<file path="config.mk">
export PLATFORM = sky130hd
export DESIGN_NAME = icache_lru
export DESIGN_NICKNAME = d
export VERILOG_FILES = /design/src/icache_pkg.sv /design/src/icache_lru.sv
export SDC_FILE = /design/constraint.sdc
export NUM_CORES = 1
export LEC_CHECK = 0
export ABC_CLOCK_PERIOD_IN_PS = 7300
export BUFFER_PORTS_ARGS = -buffer_cell sky130_fd_sc_hd__buf_2
export CAP_MARGIN = 15
export CORE_MARGIN = 4
export CORE_UTILIZATION = 30
export CTS_CLUSTER_DIAMETER = 100
export DETAILED_ROUTE_END_ITERATION = 8
export PLACE_DENSITY_LB_ADDON = 0.05
export SKIP_LAST_GASP = 1
export SYNTH_ARGS = -nofsm -noshare
export SYNTH_HDL_FRONTEND = slang
export SYNTH_SLANG_ARGS = --single-unit
export TNS_END_PERCENT = 30
</file>
<file path="constraint.sdc">
create_clock -name clk_i -period 7.3 [get_ports clk_i]
set_input_delay 1.46 -clock clk_i [delete_from_list [all_inputs] [get_ports clk_i]]
set_output_delay 1.46 -clock clk_i [all_outputs]
set_load 0.01 [all_outputs]
</file>
<file path="src/icache_pkg.sv">
/*
 * Shared sizes, coherence and tag-packet encodings, and the packet and
 * request structs used by the instruction cache and its testbench
 */
`default_nettype none

package icache_pkg;

  localparam int ways_lp               = 4;
  localparam int sets_lp               = 64;
  localparam int paddr_width_lp        = 32;
  localparam int page_offset_width_lp  = 12;
  localparam int block_width_lp        = 512;
  localparam int instr_width_lp        = 32;
  localparam int index_width_lp        = 6;
  localparam int block_offset_width_lp = 6;
  localparam int tag_width_lp          = paddr_width_lp - index_width_lp - block_offset_width_lp;
  localparam int ptag_width_lp         = paddr_width_lp - page_offset_width_lp;
  localparam int way_id_width_lp       = 2;
  localparam int lru_width_lp          = ways_lp - 1;

  typedef enum logic [0:0] {
    e_coh_i = 1'b0,
    e_coh_s = 1'b1
  } coh_state_e;

  typedef enum logic [1:0] {
    e_tag_set_clear  = 2'b00,
    e_tag_invalidate = 2'b01,
    e_tag_set_tag    = 2'b10
  } tag_opcode_e;

  typedef struct packed {
    coh_state_e                state;
    logic [tag_width_lp-1:0]   tag;
  } tag_entry_s;

  typedef struct packed {
    tag_opcode_e                 opcode;
    logic [index_width_lp-1:0]   index;
    logic [way_id_width_lp-1:0]  way_id;
    coh_state_e                  state;
    logic [tag_width_lp-1:0]     tag;
  } tag_mem_pkt_s;

  typedef struct packed {
    logic [index_width_lp-1:0]   index;
    logic [way_id_width_lp-1:0]  way_id;
    logic [block_width_lp-1:0]   data;
  } data_mem_pkt_s;

  typedef struct packed {
    logic [paddr_width_lp-1:0] addr;
  } cache_req_s;

  typedef struct packed {
    logic [way_id_width_lp-1:0] repl_way;
  } cache_req_metadata_s;

endpackage

`default_nettype wire

</file>
<file path="src/icache_lru.sv">
/*
 * Pseudo-LRU tree bits per set, with hit update, set clear
 * and replacement-way choice
 */
`timescale 1ns/1ns
`default_nettype none

module icache_lru (
  input  logic                                    clk_i,
  input  logic                                    reset_i,
  input  logic                                    hit_v_i,
  input  logic [icache_pkg::way_id_width_lp-1:0]  hit_way_i,
  input  logic [icache_pkg::index_width_lp-1:0]   tv_index_i,
  input  logic [icache_pkg::ways_lp-1:0]          way_valid_i,
  input  logic                                    tag_pkt_v_i,
  input  icache_pkg::tag_mem_pkt_s                tag_pkt_i,
  output logic [icache_pkg::way_id_width_lp-1:0]  repl_way_o
);

  import icache_pkg::*;

  logic [lru_width_lp-1:0]    lru_r [sets_lp];
  logic [lru_width_lp-1:0]    lru_cur;
  logic [way_id_width_lp-1:0] tree_way;
  logic                       clear_v;

  assign lru_cur = lru_r[tv_index_i];
  assign clear_v = tag_pkt_v_i && (tag_pkt_i.opcode == e_tag_set_clear);

  always_ff @(posedge clk_i) begin
    if (reset_i) begin
      for (int s = 0; s < sets_lp; s++) lru_r[s] <= '0;
    end else begin
      if (hit_v_i) begin
        // point root and pair bit away from the hit way
        lru_r[tv_index_i][0] <= ~hit_way_i[1];
        if (hit_way_i[1]) begin
          lru_r[tv_index_i][2] <= ~hit_way_i[0];
        end else begin
          lru_r[tv_index_i][1] <= ~hit_way_i[0];
        end
      end
      if (clear_v) lru_r[tag_pkt_i.index] <= '0;
    end
  end

  always_comb begin
    tree_way   = lru_cur[0] ? {1'b1, lru_cur[2]} : {1'b0, lru_cur[1]};
    repl_way_o = tree_way;
    // lowest invalid way beats the tree
    for (int w = ways_lp - 1; w >= 0; w--) begin
      if (!way_valid_i[w]) repl_way_o = way_id_width_lp'(w);
    end
  end

endmodule

`default_nettype wire

</file>
==> flow_summary_export.csv, run 1 <==
group,metric,value,unit
outcome,outcome,"finished, final reports clean",
route,vias,10100,
logic_synthesis,yosysUniqueCellTypes,67,
layout,top_register,"lru_r",
layout,areaGrowthSynthToFinish,9.79,%
critical_path,ff2ff_path_depth,3,
route,drtIter0Drc,820,
pwr,p_int,1.61,mW
place,dp.cells,1716,
logic_synthesis,yosys_warnings,0,
pwr,switchingPower,0.620,mW
logic_synthesis,seq_area_frac_synth,37.1,%
pwr,p_sw_share,27.8,%
floorplanning,die-height,194,µm
critical_path,rrSetupSlack,6430,ps
pwr,pwr-share-clk,43.5,%
floorplanning,core.rowCount,67,
critical_path,arrival,4620,ps
clock_tree,clock-sinks,192,
grt,grt_usage,22.4,%
critical_path,worst-path-max-fanout,26,
route,drt-met1-wl,21.4,mm
min_path,hold_class,"reg -> reg",
logic_synthesis,async_flop_share,0,%
min_path,whs_endpoint,"lru_r[9][0]",
route,vias_per_cell,5.80,
layout,final_cell_mix,"nor2_1, dfxtp_1, a21oi_1, nand2_1, a31oi_1",
critical_path,timing.rr.start,"lru_r[54][1]",
timing,maxSlewHeadroom,23.1,%
floorplanning,fp.dieArea,37600,µm²
layout,finish.net_count,1334,
route,route.met2.wl,18.4,mm
clock_tree,worstSkewPairLatency,450,ps
critical_path,r2r_end,"lru_r[54][1]",
logic_synthesis,ys_seq_elements,192,
critical_path,end_kind,"primary output",
route,highest_layer,"met4",
logic_synthesis,synth_area_per_cell,7.75,µm²
grt,grt_pass1_wl,64.6,mm
floorplanning,core_area,33800,µm²
clock_tree,numCtsBuffers,17,
clock_tree,cts_buffer_depth,2,
pwr,leakagePower,3.91,nW
logic_synthesis,synth_ff_type,"dfxtp_1",
timing,final.setup_skew,0,ps
clock_tree,post_cts_buffers,0,
timing,period_share,83.3,%
clock_tree,clk_pin_slew,70,ps
critical_path,critPathLaunch,"tv_index_i[1]",
layout,largest_reg_flops,192,
layout,layout-drive-gt1-share,12.5,%
logic_synthesis,syn-cell-area,10400,µm²
clock_tree,cts_max_level,4,
pwr,peakVddDrop,0.174,mV
timing,worstMarginPinSlew,1150,ps
timing,rsz0062_at_grt,"false",
timing,finalHoldViolCount,0,
route,drtPass1Iterations,5,
min_path,whs_path_depth,2,
route,ant_nets,0,
route,routedWlPerCell,24.8,µm
place,hpwl,27.3,mm
pwr,seq_power_share,47.0,%
layout,final_core_util,33.7,%
critical_path,path_class,"in -> out",
floorplanning,pin_count,49,
timing,whs,467,ps
layout,reg_top3,"lru_r (192)",
timing,tns,0,ps
min_path,hold_start,"lru_r[9][0]",
route,wl,43.3,mm
place,routabilityCongestion,0.843,
timing,setup_viol,0,
route,dr_wl_met3,2.19,mm
pwr,powerDensity,197,nW/µm²
clock_tree,cts_tree,"yes",
grt,grt_pass1_vias,9798,
clock_tree,cts_hold_buf,0,
critical_path,critPathLaunchType,"primary input",
layout,final_common_cell,"nor2_1",
logic_synthesis,synth_nets,1383,
layout,n_fill_cell,3601,
critical_path,worst_ep_required_time,5840,ps
timing,layout_min_cycle_time,6080,ps
route,drc_errors,0,
grt,grt_overflow,0,
place,numPortBuffers,25,
grt,antenna_found_initial,1,
pwr,pwr-share-comb,9.5,%
logic_synthesis,postSynthCellCount,1336,
logic_synthesis,synth_enable_flop_cells,0,
grt,grt_max_degree,79,
flow_run,drv_cap,0,
floorplanning,start_util,30.7,%
timing,fmax,0.165,GHz
layout,final_cells,1748,
timing,drv_slew,0,
floorplanning,die_w,194,µm
clock_tree,cts_root_buffer,"clkbuf_16",
clock_tree,cts_resized,0,
-- cell usage after synthesis, drive strengths merged (8+ instances only) --
master,n,share of area [%]
a32oi,13,1.1
o211ai,20,1.4
o21ai,11,0.53
mux2i,16,1.5
a21oi,138,6.7
clkbuf,91,3.3
nor2b,8,0.48
a22oi,26,2.0
nand3,113,5.5
nor3,13,0.68
mux4,15,3.3
mux2,39,4.4
nor3b,10,0.77
nor2,224,8.1
nand3b,9,0.65
buf,38,2.5
a31oi,115,6.9
nand2,137,5.0
dfxtp,192,37
or3,20,1.2
-- routing by layer --
metal	track usage, %	up-vias
met2	32.9	312
met3	4.07	62
li1	-	4775
met1	33.2	4992
met5	0	-
met4	7.21	0
-- worst max-delay path, stage by stage --
cell and delay [ps]:
buf_2 560, nor2b_1 840, a221o_1 300, a221oi_1 100, a311o_1 370, nand3_1 200, mux2_1 420, a31oi_1 190
buf_2 150
-- area by class of cell --
cell class	count	area [µm²]	area share [%]
sequential	192	3840	33.8
antenna	1	2.50	0.0220
multi-input combinational	1008	5920	52.1
tap	448	561	4.93
clock inverter	9	110	0.969
inverter	7	31.3	0.275
timing repair buffer	61	435	3.83
clock buffer	22	464	4.08
-- through the flow --
step                      cell area, µm²  setup WS (ps)  total power [mW]
after global placement             10800           1300              1.29
final                              11400           1220              2.24
after global routing               11400           1160              2.30
after floorplan                    10400           2560              1.20
after CTS                          11400           1270              2.25
after detailed placement           10800           1300              1.29
-- cell families after synthesis --
| logic type | share of synthesized area [%] |
|---|---|
| compound gates | 22.1 |
| buf+inv | 6.08 |
| flops | 37.1 |
| mux | 9.30 |
| simple gates | 25.4 |
-- how the worst max path moves through the flow --
stage	cells after the start	slack, ps	to
3_5_place_dp	9	1300	repl_way_o[0]
2_1_floorplan	9	2560	repl_way_o[0]
4_1_cts	9	1270	repl_way_o[0]
3_3_place_gp	9	1300	repl_way_o[0]
5_1_grt	9	1160	repl_way_o[0]
6_report	9	1220	repl_way_o[0]
-- power by group through the flow --
stage,logic [mW],registers (mW),clock network [mW]
floorplan,0.123,1.08,0
global placement,0.211,1.08,0
detailed placement,0.210,1.08,0
CTS,0.210,1.05,0.988
global route,0.222,1.05,1.03
finish,0.213,1.05,0.971
(Power assumes the default switching activity.)
==> run 2, diff against run 1 <==
--- a/config.mk
+++ b/config.mk
@@ -5,7 +5,7 @@
 export SDC_FILE = /design/constraint.sdc
 export NUM_CORES = 1
 export LEC_CHECK = 0
-export ABC_CLOCK_PERIOD_IN_PS = 7300
+export ABC_CLOCK_PERIOD_IN_PS = 5600
 export BUFFER_PORTS_ARGS = -buffer_cell sky130_fd_sc_hd__buf_2
 export CAP_MARGIN = 15
 export CORE_MARGIN = 4
==> constraint.sdc (replaced) <==
create_clock -name clk_i -period 5.6 [get_ports clk_i]
set_input_delay 1.12 -clock clk_i [delete_from_list [all_inputs] [get_ports clk_i]]
set_output_delay 1.12 -clock clk_i [all_outputs]
set_load 0.01 [all_outputs]
==> run 2 against run 1 <==
  * Power rose by 29%
  * Flip-flop and latch count did not move
  * First-iteration DRC count rose by 17%
  * Setup slack got worse by 830 ps
  * Sequential power rose by 30%
  * Clock skew did not move
  * Global-route usage rose by 0.14 points
  * Via count fell by 0.36%
  * Critical path depth rose by 1
  * Hold slack improved by 6.3 ps
==> flow_summary_export.csv, run 2 (same netlist as run 1, synthesis figures left out) <==
group,metric,value,unit
outcome,outcome,"finished, final reports clean",
layout,diodes,0,
layout,areaGrowthSynthToFinish,10.9,%
route,drtIter0Drc,961,
clock_tree,clk_pin_slew,70,ps
grt,grt_pass1_wl,65.1,mm
route,vias,10100,
route,drtPass1Iterations,5,
timing,fmax,0.192,GHz
timing,layout_min_cycle_time,5210,ps
place,numPortBuffers,25,
route,vias_per_cell,5.73,
floorplanning,die_w,194,µm
pwr,powerDensity,252,nW/µm²
clock_tree,cts_max_level,4,
timing,maxSlewHeadroom,17.0,%
layout,final_common_cell,"nor2_1",
grt,grt_pass1_vias,9569,
floorplanning,start_util,30.7,%
clock_tree,cts_root_buffer,"clkbuf_16",
critical_path,end_kind,"primary output",
timing,drv_slew,0,
timing,final.setup_skew,0,ps
timing,period_share,93.0,%
layout,largest_reg_flops,192,
layout,final_cell_mix,"nor2_1, dfxtp_1, a21oi_1, nand2_1, a31oi_1",
place,dp.cells,1731,
timing,tns,0,ps
grt,grt_max_degree,96,
critical_path,arrival,4090,ps
flow_run,drv_cap,0,
layout,finish.net_count,1349,
clock_tree,post_cts_buffers,0,
critical_path,worst-path-max-fanout,30,
clock_tree,cts_hold_buf,0,
timing,whs,474,ps
floorplanning,core.rowCount,67,
pwr,leakagePower,3.99,nW
timing,setup_viol,0,
place,routabilityCongestion,0.806,
route,routedWlPerCell,24.6,µm
timing,worstMarginPinSlew,1230,ps
critical_path,path_class,"in -> out",
layout,reg_top3,"lru_r (192)",
critical_path,critPathLaunchType,"primary input",
critical_path,worst_ep_required_time,4480,ps
floorplanning,pin_count,49,
floorplanning,fp.dieArea,37600,µm²
clock_tree,cts_tree,"yes",
route,drc_errors,0,
clock_tree,cts_buffer_depth,2,
layout,top_register,"lru_r",
layout,final_core_util,34.0,%
route,wl,43.4,mm
clock_tree,cts_resized,0,
pwr,peakVddDrop,0.234,mV
grt,antenna_found_initial,0,
timing,rsz0062_at_grt,"false",
clock_tree,clock-sinks,192,
floorplanning,die-height,194,µm
grt,grt_usage,22.6,%
layout,layout-drive-gt1-share,13.4,%
route,ant_nets,0,
clock_tree,worstSkewPairLatency,460,ps
place,hpwl,28.2,mm
timing,finalHoldViolCount,0,
layout,final_cells,1763,
min_path,hold_class,"reg -> reg",
floorplanning,core_area,33800,µm²
grt,grt_overflow,0,
clock_tree,numCtsBuffers,17,
==> run 2: worst paths after layout <==
path              endpoint  slack [ps]           from  cells past startpoint
max          repl_way_o[0]         390  tv_index_i[2]                     10
min           lru_r[47][0]         470   lru_r[47][0]                      2
max reg2reg   lru_r[54][1]        4680   lru_r[54][1]                      3
min reg2reg   lru_r[47][0]         470   lru_r[47][0]                      2
==> run 2: per-layer routing <==
metal	global-route usage, %	vias up	part of all wire, %
met3	3.32	29	5.4
met4	4.75	0	1.3
li1	-	4804	-
met5	0	-	0
met2	34.0	314	44
met1	34.2	4957	49
==> run 2: power by group <==
part	internal (mW)	switching [mW]
clock	0.674	0.564
sequential	1.37	0.00238
combinational	0.0641	0.220
total	2.11	0.786
==> run 2: area by class of cell <==
type / instances / area, µm²
fillers: 3553 / 22300
flip-flops and latches: 192 / 3840
repair buffers: 76 / 561
well taps: 448 / 561
multi-input cells: 1008 / 5920
clock inverters: 4 / 48.8
clock buffers: 28 / 517
inverters: 7 / 31.3
==> run 2: stage by stage <==
| step | instance area (µm²) | power, mW | worst slack, ps |
|---|---|---|---|
| 2_1_floorplan | 10400 | 1.56 | 1540 |
| 6_report | 11500 | 2.89 | 394 |
| 4_1_cts | 11500 | 2.92 | 455 |
| 3_3_place_gp | 10900 | 1.69 | 454 |
| 3_5_place_dp | 10900 | 1.68 | 482 |
| 5_1_grt | 11500 | 2.99 | 277 |
==> run 2: worst max-delay path, stage by stage <==
cell and delay, ps:
buf_2 440, buf_12 260, nand3b_1 140, a21oi_1 70, o41ai_1 670, or4b_1 520, nor4_1 310, mux2_1 270
a31oi_1 100, buf_2 140
